<file path="config.mk">
export PLATFORM = sky130hd
export DESIGN_NAME = inflate_top
export DESIGN_NICKNAME = d
export VERILOG_FILES = /design/src/hdl/inflate_pkg.sv /design/src/hdl/length_unpacker.sv /design/src/hdl/huff_table_gen.sv /design/src/hdl/huff_decoder.sv /design/src/hdl/nibble_packer.sv /design/src/hdl/inflate_top.sv
export SDC_FILE = /design/constraint.sdc
export NUM_CORES = 1
export LEC_CHECK = 0
export ABC_AREA = 1
export BUFFER_PORTS_ARGS = -buffer_cell sky130_fd_sc_hd__buf_2
export CAP_MARGIN = 20
export CORE_MARGIN = 2
export CORE_UTILIZATION = 62
export DETAILED_ROUTE_END_ITERATION = 16
export PLACE_DENSITY = 0.75
export SLEW_MARGIN = 20
export SYNTH_ARGS = -nofsm -noshare
export SYNTH_HDL_FRONTEND = slang
export SYNTH_SLANG_ARGS = --single-unit
export TNS_END_PERCENT = 5
</file>
<file path="constraint.sdc">
create_clock -name clk -period 4.8 [get_ports clk]
set_input_delay 0.72 -clock clk [delete_from_list [all_inputs] [get_ports clk]]
set_output_delay 0.72 -clock clk [all_outputs]
set_load 0.01 [all_outputs]
</file>
<file path="src/hdl/inflate_pkg.sv">
package inflate_pkg;

    // Nibbles 0..15 plus the end of block symbol
    localparam int num_symbols  = 17;
    localparam int sym_end      = 16;

    // Header layout
    localparam int len_bits     = 3;
    localparam int max_code_len = 7;
    localparam int header_bytes = 7;

    typedef logic [4:0] sym_t;

    // Zero marks an unused symbol
    typedef logic [2:0] len_t;

    typedef logic [6:0] code_t;

    typedef enum logic [1:0] {
        phase_idle,
        phase_header,
        phase_build,
        phase_decode
    } phase_e;

    // Canonical decode table indexed by code length
    typedef struct packed {
        sym_t  [max_code_len:1]  count;
        code_t [max_code_len:1]  first;
        sym_t  [max_code_len:1]  offset;
        sym_t  [num_symbols-1:0] symbols;
    } huff_table_s;

    typedef struct packed {
        logic valid;
        sym_t sym;
    } sym_beat_s;

endpackage

</file>
<file path="src/hdl/length_unpacker.sv">
module length_unpacker (
    input  logic              clk,
    input  logic              rst_n,
    input  logic              active,
    input  logic [7:0]        data_in,
    input  logic              data_in_vld,
    output logic              in_rdy,
    output logic              len_valid,
    output inflate_pkg::len_t len,
    output logic              header_done
);

    logic [9:0]        buffer;
    logic [3:0]        fill;
    inflate_pkg::sym_t len_cnt;
    logic [2:0]        byte_cnt;
    logic              load;
    logic              all_lens;

    assign all_lens = len_cnt == inflate_pkg::sym_t'(inflate_pkg::num_symbols);

    // Only take a byte once the buffer can no longer yield a length
    assign in_rdy = active && (fill < inflate_pkg::len_bits)
                    && (byte_cnt < inflate_pkg::header_bytes);
    assign load   = in_rdy && data_in_vld;

    assign len_valid   = active && (fill >= inflate_pkg::len_bits) && !all_lens;
    assign len         = buffer[inflate_pkg::len_bits-1:0];

    // Padding of the last byte is simply dropped when the phase ends
    assign header_done = active && all_lens && (byte_cnt == inflate_pkg::header_bytes);

    always_ff @(posedge clk or negedge rst_n) begin
        if (!rst_n) begin
            buffer   <= '0;
            fill     <= '0;
            len_cnt  <= '0;
            byte_cnt <= '0;
        end else if (!active) begin
            buffer   <= '0;
            fill     <= '0;
            len_cnt  <= '0;
            byte_cnt <= '0;
        end else if (len_valid) begin
            buffer  <= buffer >> inflate_pkg::len_bits;
            fill    <= fill - 4'(inflate_pkg::len_bits);
            len_cnt <= len_cnt + 1'b1;
        end else if (load) begin
            buffer   <= buffer | (10'(data_in) << fill);
            fill     <= fill + 4'd8;
            byte_cnt <= byte_cnt + 1'b1;
        end
    end

    assert property (@(posedge clk) disable iff (!rst_n) fill <= 4'd10)
        else $error("length_unpacker: fill pointer above 10");

endmodule

</file>
<file path="src/hdl/huff_table_gen.sv">
module huff_table_gen (
    input  logic                     clk,
    input  logic                     rst_n,
    input  logic                     len_valid,
    input  inflate_pkg::len_t        len,
    input  logic                     header_done,
    output inflate_pkg::huff_table_s huff_table,
    output logic                     tables_done
);

    inflate_pkg::len_t  lens [inflate_pkg::num_symbols];
    inflate_pkg::sym_t  wr_idx;

    logic               busy;
    inflate_pkg::len_t  scan_len;
    inflate_pkg::sym_t  scan_sym;
    inflate_pkg::sym_t  run_cnt;
    inflate_pkg::sym_t  run_ofs;
    inflate_pkg::code_t run_code;

    logic               hit;
    logic               last_sym;
    inflate_pkg::sym_t  cnt_next;

    assign hit      = lens[scan_sym] == scan_len;
    assign last_sym = scan_sym == inflate_pkg::sym_t'(inflate_pkg::num_symbols - 1);
    assign cnt_next = run_cnt + inflate_pkg::sym_t'(hit);

    always_ff @(posedge clk) begin
        if (len_valid && (wr_idx < inflate_pkg::num_symbols)) begin
            lens[wr_idx] <= len;
        end
    end

    always_ff @(posedge clk or negedge rst_n) begin
        if (!rst_n) begin
            wr_idx <= '0;
        end else if (header_done) begin
            wr_idx <= '0;
        end else if (len_valid) begin
            wr_idx <= wr_idx + 1'b1;
        end
    end

    // One symbol per cycle, lengths 1 to 7 in turn
    always_ff @(posedge clk or negedge rst_n) begin
        if (!rst_n) begin
            busy        <= 1'b0;
            scan_len    <= '0;
            scan_sym    <= '0;
            run_cnt     <= '0;
            run_ofs     <= '0;
            run_code    <= '0;
            tables_done <= 1'b0;
        end else begin
            tables_done <= 1'b0;
            if (header_done) begin
                busy     <= 1'b1;
                scan_len <= inflate_pkg::len_t'(1);
                scan_sym <= '0;
                run_cnt  <= '0;
                run_ofs  <= '0;
                run_code <= '0;
            end else if (busy) begin
                if (last_sym) begin
                    scan_sym <= '0;
                    run_cnt  <= '0;
                    run_ofs  <= run_ofs + cnt_next;
                    // Next first code is (first + count) doubled
                    run_code <= (run_code + inflate_pkg::code_t'(cnt_next)) << 1;
                    scan_len <= scan_len + 1'b1;
                    if (scan_len == inflate_pkg::len_t'(inflate_pkg::max_code_len)) begin
                        busy        <= 1'b0;
                        tables_done <= 1'b1;
                    end
                end else begin
                    scan_sym <= scan_sym + 1'b1;
                    run_cnt  <= cnt_next;
                end
            end
        end
    end

    always_ff @(posedge clk) begin
        if (busy) begin
            if (hit) begin
                huff_table.symbols[run_ofs + run_cnt] <= scan_sym;
            end
            if (last_sym) begin
                huff_table.count[scan_len]  <= cnt_next;
                huff_table.first[scan_len]  <= run_code;
                huff_table.offset[scan_len] <= run_ofs;
            end
        end
    end

    assert property (@(posedge clk) disable iff (!rst_n) tables_done |=> !tables_done)
        else $error("huff_table_gen: tables_done longer than one cycle");

endmodule

</file>
<file path="src/hdl/huff_decoder.sv">
module huff_decoder (
    input  logic                     clk,
    input  logic                     rst_n,
    input  logic                     active,
    input  logic [7:0]               data_in,
    input  logic                     data_in_vld,
    input  inflate_pkg::huff_table_s huff_table,
    input  logic                     beat_rdy,
    output logic                     in_rdy,
    output inflate_pkg::sym_beat_s   beat
);

    logic [7:0]         shreg;
    logic [3:0]         bit_cnt;
    inflate_pkg::code_t code;
    inflate_pkg::len_t  cur_len;

    inflate_pkg::len_t  next_len;
    inflate_pkg::code_t next_code;
    inflate_pkg::code_t diff;
    inflate_pkg::sym_t  sorted_idx;
    logic               load;
    logic               shift_en;
    logic               hit;

    assign in_rdy = active && (bit_cnt == 4'd0);
    assign load   = in_rdy && data_in_vld;

    // Stall while a beat waits on the packer
    assign shift_en = active && (bit_cnt != 4'd0) && (!beat.valid || beat_rdy);

    // Codes arrive MSB first, one stream bit per cycle
    assign next_len   = cur_len + 1'b1;
    assign next_code  = {code[5:0], shreg[0]};
    assign diff       = next_code - huff_table.first[next_len];
    assign hit        = diff < inflate_pkg::code_t'(huff_table.count[next_len]);
    assign sorted_idx = huff_table.offset[next_len] + inflate_pkg::sym_t'(diff);

    always_ff @(posedge clk) begin
        if (load) begin
            shreg <= data_in;
        end else if (shift_en) begin
            shreg <= shreg >> 1;
        end
    end

    always_ff @(posedge clk or negedge rst_n) begin
        if (!rst_n) begin
            bit_cnt <= '0;
            code    <= '0;
            cur_len <= '0;
            beat    <= '0;
        end else if (!active) begin
            bit_cnt <= '0;
            code    <= '0;
            cur_len <= '0;
            beat    <= '0;
        end else begin
            if (beat.valid && beat_rdy) begin
                beat.valid <= 1'b0;
            end
            if (load) begin
                bit_cnt <= 4'd8;
            end else if (shift_en) begin
                bit_cnt <= bit_cnt - 1'b1;
                if (hit || (next_len == inflate_pkg::len_t'(inflate_pkg::max_code_len))) begin
                    code    <= '0;
                    cur_len <= '0;
                end else begin
                    code    <= next_code;
                    cur_len <= next_len;
                end
                if (hit) begin
                    beat.valid <= 1'b1;
                    beat.sym   <= huff_table.symbols[sorted_idx];
                end
            end
        end
    end

    // Stream and table must agree before the longest code runs out
    assert property (@(posedge clk) disable iff (!rst_n)
        (shift_en && (next_len == inflate_pkg::len_t'(inflate_pkg::max_code_len))) |-> hit)
        else $error("huff_decoder: no match at maximum code length");

endmodule

</file>
<file path="src/hdl/nibble_packer.sv">
module nibble_packer (
    input  logic                   clk,
    input  logic                   rst_n,
    input  logic                   clear,
    input  inflate_pkg::sym_beat_s beat,
    input  logic                   data_out_rdy,
    output logic                   beat_rdy,
    output logic [7:0]             data_out,
    output logic                   data_out_vld
);

    logic half;
    logic take;

    assign beat_rdy = !(data_out_vld && !data_out_rdy);
    assign take     = beat.valid && beat_rdy
                      && (beat.sym != inflate_pkg::sym_t'(inflate_pkg::sym_end));

    // Low nibble first
    always_ff @(posedge clk) begin
        if (take) begin
            if (half) begin
                data_out[7:4] <= beat.sym[3:0];
            end else begin
                data_out[3:0] <= beat.sym[3:0];
            end
        end
    end

    always_ff @(posedge clk or negedge rst_n) begin
        if (!rst_n) begin
            half         <= 1'b0;
            data_out_vld <= 1'b0;
        end else if (clear) begin
            half         <= 1'b0;
            data_out_vld <= 1'b0;
        end else begin
            if (take) begin
                half <= !half;
            end
            if (take && half) begin
                data_out_vld <= 1'b1;
            end else if (data_out_rdy) begin
                data_out_vld <= 1'b0;
            end
        end
    end

    assert property (@(posedge clk) disable iff (!rst_n)
        (data_out_vld && !data_out_rdy && !clear) |=> (data_out_vld && $stable(data_out)))
        else $error("nibble_packer: output byte changed while stalled");

endmodule

</file>
<file path="src/hdl/inflate_top.sv">
module inflate_top (
    input  logic       clk,
    input  logic       rst_n,
    input  logic       start,
    input  logic       exit,
    input  logic [7:0] data_in,
    input  logic       data_in_vld,
    output logic       data_in_rdy,
    output logic [7:0] data_out,
    output logic       data_out_vld,
    input  logic       data_out_rdy,
    output logic       decode_finish
);

    inflate_pkg::phase_e      phase;
    inflate_pkg::phase_e      phase_nxt;

    logic                     unp_rdy;
    logic                     len_valid;
    inflate_pkg::len_t        len;
    logic                     header_done;
    inflate_pkg::huff_table_s huff_table;
    logic                     tables_done;
    logic                     dec_rdy;
    inflate_pkg::sym_beat_s   beat;
    logic                     beat_rdy;
    logic                     end_accept;

    assign end_accept = beat.valid && beat_rdy
                        && (beat.sym == inflate_pkg::sym_t'(inflate_pkg::sym_end));

    always_comb begin
        phase_nxt = phase;
        case (phase)
            inflate_pkg::phase_idle: begin
                if (start) begin
                    phase_nxt = inflate_pkg::phase_header;
                end
            end
            inflate_pkg::phase_header: begin
                if (header_done) begin
                    phase_nxt = inflate_pkg::phase_build;
                end
            end
            inflate_pkg::phase_build: begin
                if (tables_done) begin
                    phase_nxt = inflate_pkg::phase_decode;
                end
            end
            inflate_pkg::phase_decode: begin
                if (end_accept || exit) begin
                    phase_nxt = inflate_pkg::phase_idle;
                end
            end
            default: phase_nxt = inflate_pkg::phase_idle;
        endcase
    end

    always_ff @(posedge clk or negedge rst_n) begin
        if (!rst_n) begin
            phase <= inflate_pkg::phase_idle;
        end else begin
            phase <= phase_nxt;
        end
    end

    // Input bytes go to whichever block owns the current phase
    always_comb begin
        case (phase)
            inflate_pkg::phase_header: data_in_rdy = unp_rdy;
            inflate_pkg::phase_decode: data_in_rdy = dec_rdy;
            default:                   data_in_rdy = 1'b0;
        endcase
    end

    assign decode_finish = (phase == inflate_pkg::phase_decode)
                           && (phase_nxt == inflate_pkg::phase_idle);

    length_unpacker i_unpacker (
        .clk         (clk),
        .rst_n       (rst_n),
        .active      (phase == inflate_pkg::phase_header),
        .data_in     (data_in),
        .data_in_vld (data_in_vld),
        .in_rdy      (unp_rdy),
        .len_valid   (len_valid),
        .len         (len),
        .header_done (header_done)
    );

    huff_table_gen i_table_gen (
        .clk         (clk),
        .rst_n       (rst_n),
        .len_valid   (len_valid),
        .len         (len),
        .header_done (header_done),
        .huff_table  (huff_table),
        .tables_done (tables_done)
    );

    huff_decoder i_decoder (
        .clk         (clk),
        .rst_n       (rst_n),
        .active      (phase == inflate_pkg::phase_decode),
        .data_in     (data_in),
        .data_in_vld (data_in_vld),
        .huff_table  (huff_table),
        .beat_rdy    (beat_rdy),
        .in_rdy      (dec_rdy),
        .beat        (beat)
    );

    nibble_packer i_packer (
        .clk          (clk),
        .rst_n        (rst_n),
        .clear        (phase == inflate_pkg::phase_idle),
        .beat         (beat),
        .data_out_rdy (data_out_rdy),
        .beat_rdy     (beat_rdy),
        .data_out     (data_out),
        .data_out_vld (data_out_vld)
    );

    // No finish pulse while the engine is idle
    assert property (@(posedge clk) disable iff (!rst_n)
        (phase == inflate_pkg::phase_idle) |-> !decode_finish)
        else $error("inflate_top: decode_finish high in phase_idle");

endmodule

</file>
==> Word-level counts from Yosys, hierarchy flattened <==
Memories as Yosys holds them, arrays and structs flattened.
Cells that the tools add are included.
{ "word_totals": {"wordCells": 241, "reg_bits": 297, "out_inout_bits": 11, "ramBits": 51, "inputBits": 14, "n_memories": 1} }
{ "mem_list": {"columns": ["name", "depth", "word_bits", "rd", "rd_clocked_by_memory_dff", "write_ports", "line", "source"], "rows": [
  ["i_table_gen.lens", 17, 3, 1, 0, 1, "huff_table_gen.sv:11", "inflate_pkg::len_t lens [inflate_pkg::num_symbols];"]
]} }
{ "classes": {"bitwise_logic": 2, "reduce_logical": 46, "n_addsub": 15, "mux": 85, "n_shift": 1, "n_eq_ne": 19, "order_cmp": 11} }
{ "ops": {"columns": ["cell", "count"], "rows": [
  ["2-to-1 mux 5 bit", 18],
  ["bitwise mux 85 bit", 1],
  ["bitwise mux 35 bit", 2],
  ["bitwise mux 49 bit", 1],
  ["2-to-1 mux 6 bit", 8],
  ["2-to-1 mux 7 bit", 5],
  ["binary-select mux 5 bit (select 3 bit)", 2],
  ["2-to-1 mux 10 bit", 3],
  ["2-to-1 mux 3 bit", 10],
  ["binary-select mux 5 bit (select 5 bit)", 1],
  ["demux 5 bit (select 5 bit)", 1],
  ["2-to-1 mux 4 bit", 6],
  ["binary-select mux 7 bit (select 3 bit)", 1],
  ["demux 7 bit (select 3 bit)", 1],
  ["logical AND 1 bit", 20],
  ["2-to-1 mux 1 bit", 16],
  ["2-to-1 mux 8 bit", 2],
  ["adder 5 x 1 -> 5 bit, second input constant", 3],
  ["adder 5 bit", 3],
  ["demux 5 bit (select 3 bit)", 1],
  ["== test 5 bit, second input constant", 3],
  ["AND reduction 2 bit", 7],
  ["less-than comparator 5 x 6 -> 1 bit, second input constant", 2],
  ["!= test 2 bit, second input constant", 5],
  ["other kinds (37)", 57]
]} }

==> Longest topological paths before layout <==
{ "logic_depth": {"ltp_word": 11, "ltp_mapped": 27, "mapped_depth_nobuf": 25} }

==> Hierarchy <==
A second synthesis with hierarchy kept.
{ "hier_totals": {"hier_cells": 1599, "hier_area_um2": 16144.2} }
{ "modules_own_cells": {"columns": ["mod", "area_each_um2", "cells_per_inst", "n_inst", "seq_area_each_um2"], "rows": [
  ["huff_table_gen", 10359.9, 683, 1, 8222.9],
  ["huff_decoder", 3762.4, 660, 1, 715.7],
  ["length_unpacker", 1450.1, 205, 1, 550.5],
  ["nibble_packer", 391.6, 26, 1, 290.3],
  ["inflate_top", 180.2, 25, 1, 50.0]
]} }

==> Least setup slack after synthesis <==
OpenSTA, ideal clock, no wires.
{ "synth_timing": {"path_type": "register -> register", "start": "register i_decoder.cur_len[0]", "end": "register i_decoder.beat[0] (netlist name)", "required_time_ps": 4735, "path_slack_ps": 641, "setup_time_ps": 65, "path_buffers": 4, "stages_incl_launch_ff": 26, "synth_period_minus_slack_ps": 4159, "arrival_ps": 4093, "cell_sequence": "dfrtp_1 > inv_2 > buf_2 > clkbuf_1 > ha_1 > inv_2 > clkbuf_1 > buf_1 > o21ai_0 > o221ai_1 > o21ai_1 > ha_1 > a21oi_1 > nand2_1 > xor2_1 > ha_1 > inv_1 > xor2_1 > inv_1 > o21ai_0 > nand2_1 > nand2_1 > nand2_1 > nor2_1 > nand2_1 > nand2_1"} }
{ "synth_via": {"elab_chain_cells": 11, "elab_cells_between_ends": 18, "cone_classes": "add/sub (3); order compare (1); eq/ne (1); mux (12); reduce/logical (1)"} }
{ "synth_lines": {"columns": ["item", "line", "source"], "rows": [
  ["from (decl)", "huff_decoder.sv:16", "inflate_pkg::len_t cur_len;"],
  ["from (signal assigned)", "huff_decoder.sv:71", "cur_len <= next_len;"],
  ["adder 3 x 1 -> 3 bit (*)", "huff_decoder.sv:33", "assign next_len = cur_len + 1'b1;"],
  ["binary-select mux 7 bit (select 3 bit)", "huff_decoder.sv:35", "assign diff = next_code - huff_table.first[next_len];"],
  ["2-to-1 mux 7 bit (implied by the code)", "huff_decoder.sv:35", null],
  ["subtractor 7 bit", "huff_decoder.sv:35", null],
  ["adder 5 bit", "huff_decoder.sv:37", "assign sorted_idx = huff_table.offset[next_len] + inflate_pkg::sym_t'(diff);"],
  ["binary-select mux 5 bit (select 5 bit)", "huff_decoder.sv:75", "beat.sym <= huff_table.symbols[sorted_idx];"],
  ["2-to-1 mux 5 bit (implied by the code)", "huff_decoder.sv:75", null],
  ["2-to-1 mux 6 bit", "huff_decoder.sv:73", "if (hit) begin"],
  ["2-to-1 mux 6 bit", "huff_decoder.sv:64", "end else if (shift_en) begin"],
  ["2-to-1 mux 6 bit", "huff_decoder.sv:62", "if (load) begin"],
  ["2-to-1 mux 6 bit", "huff_decoder.sv:53", "end else if (!active) begin"]
]} }
Every way passes the cells marked *; elsewhere a longest branch is shown, timed or not. The select of a mux whose other input is x is not followed.
A chain may end at the register's enable or synchronous reset.

==> Final worst setup path <==
{ "layout_timing": {"start": "register i_table_gen.scan_sym[0]", "end": "register i_table_gen.run_code[6]"} }
{ "layout_via": {"elab_chain_cells": 7, "elab_cells_between_ends": 10, "cone_classes": "add/sub (2); eq/ne (2); mux (3); reduce/logical (2); memory (1)"} }
{ "layout_lines": {"columns": ["item", "line", "source"], "rows": [
  ["from (decl)", "huff_table_gen.sv:16", "inflate_pkg::sym_t scan_sym;"],
  ["from (signal assigned)", "huff_table_gen.sv:77", "scan_sym <= scan_sym + 1'b1;"],
  ["memory (17 x 3 bit)", null, null],
  ["== test 3 bit", "huff_table_gen.sv:25", "assign hit = lens[scan_sym] == scan_len;"],
  ["adder 5 x 1 -> 5 bit", "huff_table_gen.sv:27", "assign cnt_next = run_cnt + inflate_pkg::sym_t'(hit);"],
  ["via i_table_gen.cnt_next[1]", "huff_table_gen.sv:23", "inflate_pkg::sym_t cnt_next;"],
  ["adder 6 x 5 -> 6 bit", "huff_table_gen.sv:70", "run_code <= (run_code + inflate_pkg::code_t'(cnt_next)) << 1;"],
  ["2-to-1 mux 7 bit", "huff_table_gen.sv:65", "if (last_sym) begin"],
  ["2-to-1 mux 7 bit", "huff_table_gen.sv:64", "end else if (busy) begin"],
  ["2-to-1 mux 7 bit", "huff_table_gen.sv:57", "if (header_done) begin"],
  ["to (signal assigned)", "huff_table_gen.sv:70", null],
  ["to (decl)", "huff_table_gen.sv:19", "inflate_pkg::code_t run_code;"]
]} }
The timed path passes the listed nets, and every way through them passes these cells. The select of a mux whose other input is x is not followed.

==> flow_metrics.env <==
export IMPL_hold_viol=0
export IMPL_reg2reg_depth=19
export IMPL_cp_max_fo=33
export IMPL_slowest_delay_ns=0.65
export IMPL_final_max_slew_viol_count=0
export IMPL_synthesis_area_mm2=0.0156
export IMPL_synth_compound_area_share_pct=9.63
export IMPL_placement_rows=58
export IMPL_routedWlPerCell_um=18.4
export IMPL_grt_pass1_vias=10600
export IMPL_grt_max_degree=54
export IMPL_layout_nets=1603
export IMPL_cts_num_sinks=340
export IMPL_initial_core_util_pct=62.6
export IMPL_hp_class="in2async"
export IMPL_insertedDiodeCount=0
export IMPL_route_antenna_remaining_nets=0
export IMPL_dpl_hpwl_um=23200
export IMPL_rsz0062_at_grt="false"
export IMPL_io_pins=25
export IMPL_drtIter0Drc=1252
export IMPL_status="finished clean"
export IMPL_crit_arrival_ns=4.45
export IMPL_grt_usage_pct=26.9
export IMPL_fmaxAchievable_ghz=0.246
export IMPL_avgViaCountPerCell=5.81
export IMPL_setup_ws_ns=0.737
export IMPL_synth_common_cells="nand2_1, edfxtp_1, nor2_1, o21ai_0, inv_1"
export IMPL_tightest_slew_ns=0.928
export IMPL_numPortBuffers=24
export IMPL_hold_buffers=0
export IMPL_rr_endpoint="i_table_gen.run_code[6]"
export IMPL_async_flop_share_pct=22.4
export IMPL_grt_overflow_total=0
export IMPL_post_cts_resized=0
export IMPL_crit_top_cell="nand2_1"
export IMPL_power_mw=7.24
export IMPL_yosysUniqueCellTypes=54
export IMPL_syn_inst=1503
export IMPL_die_w_um=163
export IMPL_timing_hold_ws_ns=0.114
export IMPL_yosysWarnings=0
export IMPL_synth_edff_count=264
export IMPL_leakage_nw=6.88
export IMPL_synth_top_family_by_area="simple AND/OR/NAND/NOR gates"
export IMPL_cts_buffer_depth=3
export IMPL_clkTransAtPathRegs_ns=0.06
export IMPL_final_cells=1896
export IMPL_design_core_area_mm2=0.0250
export IMPL_grt_antenna_before_repair=0
export IMPL_cts_tree="done"
export IMPL_maxCapViolCount=0
export IMPL_die_y_um=163
export IMPL_timing_rr_start="i_table_gen.scan_sym[0]"
export IMPL_rrSetupSlack_ns=0.74
export IMPL_dpl_cell_area_mm2=0.0161
export IMPL_yosysTopAreaCell="edfxtp_1"
export IMPL_gp_congestion=0.912
export IMPL_wl_um=34900
export IMPL_synth_most_common_cell="nand2_1"
export IMPL_postCtsSetupBuffers=0
export IMPL_end_kind="flip-flop"
export IMPL_yosysTopAreaCellShare_pct=50.7
export IMPL_synth_area_leaders="edfxtp_1, dfrtp_1, nand2_1"
export IMPL_clock_latency_ns=0.52
export IMPL_setup_worst_path_class="reg2reg"
export IMPL_finalSetupViolCount=0
export IMPL_period_needed_ns=4.06
export IMPL_drive_above_1_share_pct=8.56
export IMPL_setup_worst_path_start_class="flip-flop"
export IMPL_synth_flop_cell="edfxtp_1"
export IMPL_cp_slowest_cell="dfrtp_1"
export IMPL_max_slew_margin_rel_pct=38.0
export IMPL_drc=0
export IMPL_dp_slack_ns=0.797
export IMPL_grt_first_pass_wirelength_um=55300
export IMPL_period_share_pct=84.6
export IMPL_dieArea_mm2=0.0265
export IMPL_tns_ns=0
export IMPL_synthSimpleGateAreaFrac_pct=16.9
export IMPL_fin_skew_ns=0.0175
export IMPL_cts_max_level=2
export IMPL_drtPass1Iterations=6
export IMPL_synth_mux_area_share_pct=0.0640
export IMPL_dp_cells=1831
export IMPL_crit_start="i_table_gen.scan_sym[0]"
export IMPL_syn_to_final_growth_pct=10.4
export IMPL_cts_root_buffer="clkbuf_16"
export IMPL_synth_xor_area_share_pct=1.34
export IMPL_ys_seq_area_share_pct=62.9
export IMPL_final_area_mm2=0.0173
export IMPL_synth_area_per_cell_um2=10.4
export IMPL_synth_adder_area_share_pct=4.19
export IMPL_via_count=11000
export IMPL_ir_drop_mv=0.389
export IMPL_synth_nets=1567
export IMPL_yosys_register_bits=340
export IMPL_endpoint="i_table_gen.run_code[6]"
export IMPL_powerDensity_mw_per_mm2=420
export IMPL_cts_buffers=36
export IMPL_finish_utilization_pct=69.1
export IMPL_cp_required_ns=5.19
export IMPL_cp_cell_sequence="buf_4 -> nor2_1 -> nor2_1 -> o21ai_1 -> nand2_1 -> a21oi_1 -> nand2_1 -> nand2_1 -> nand2_1 -> nand2_2 -> and2_1 -> ha_1 -> ha_1 -> ha_1 -> inv_1 -> fa_1 -> o21ai_0 -> xor2_1 -> o21ai_0"
worst min-delay path by stage:
stage,startpoint,to,slack (ns),cells after the start
finish,rst_n,i_table_gen.scan_sym[1],0.11,1
global route,rst_n,i_table_gen.scan_sym[1],0.13,1
floorplan,rst_n,i_decoder.beat[0],0.42,0
global placement,i_unpacker.buffer[5],i_unpacker.buffer[5],0.48,2
CTS,rst_n,i_table_gen.scan_sym[1],0.11,1
detailed placement,i_unpacker.buffer[8],i_unpacker.buffer[8],0.49,2
sequential cells by signal, summed over array words and instances, names as in the netlist, 4 cells and up:
signal / cells
i_decoder.beat: 6
i_decoder.shreg: 8
i_unpacker.buffer: 10
i_packer.data_out: 8
i_table_gen.lens: 51
i_unpacker.fill: 4
i_unpacker.len_cnt: 5
i_table_gen.wr_idx: 5
i_decoder.code: 6
i_table_gen.scan_sym: 5
i_table_gen.run_code: 6
i_table_gen.run_cnt: 5
i_table_gen.huff_table: 197
i_table_gen.run_ofs: 5
i_decoder.bit_cnt: 4
report_power, final:
group / switching, mW / total (mW) / internal (mW)
logic: 0.683 / 1.00 / 0.318
registers: 0.223 / 3.63 / 3.41
clock network: 1.08 / 2.61 / 1.52
critical path: cells and delay by family, from the launching register on:
kind | cells | cell delay, ns
buffers and inverters | 2 | 0.49
flip-flops | 1 | 0.65
AO/OA/AOI/OAI | 4 | 0.50
AND/OR/NAND/NOR | 8 | 0.79
adder cells (fa/ha/maj) | 4 | 1.32
XOR/XNOR | 1 | 0.16
cell type report:
type                            instances  area, um2
Multi-Input combinational cell        971       5040
Clock inverter                         13       96.3
Timing Repair Buffer                   55        355
Clock buffer                           52       1010
Tap cell                              330        413
Fill cell                            1834       7710
Inverter                              135        509
Sequential cell                       340       9830
per-layer routing:
metal | global-route usage, % | up-vias | share of wire (%)
met5 | 0 | - | 0
met4 | 8.05 | 0 | 2.4
met3 | 4.81 | 66 | 6.8
met2 | 44.7 | 405 | 48
met1 | 36.6 | 5303 | 42
li1 | - | 5251 | -
cell usage in the layout (no fill, tap or decap), types with 8 or more instances in the layout:
| cell | instances |
|---|---|
| nand2_1 | 296 |
| nand4_1 | 9 |
| nor2_1 | 162 |
| a21oi_1 | 62 |
| ha_1 | 46 |
| a31oi_1 | 12 |
| clkbuf_16 | 38 |
| edfxtp_1 | 264 |
| nand3_1 | 113 |
| inv_1 | 125 |
| dfrtp_1 | 76 |
| buf_4 | 32 |
| o21ai_0 | 144 |
| clkinv_1 | 8 |
| o221ai_1 | 9 |
| xor2_1 | 17 |
| clkbuf_1 | 13 |
| nor3_1 | 11 |
| o21ai_1 | 18 |
| buf_2 | 23 |
logic make-up (layout without fill, tap and decap cells):
| group | Yosys count | in the layout |
|---|---|---|
| and+or+nand+nor | 622 | 622 |
| DFF | 340 | 340 |
| adders and majority gates | 50 | 50 |
| buffers and inverters | 192 | 255 |
| muxes | 1 | 1 |
| AOI/OAI and AO/OA | 275 | 275 |
| xor gates and xnor gates | 23 | 23 |
Note: power is estimated with default switching activity, not from simulation.
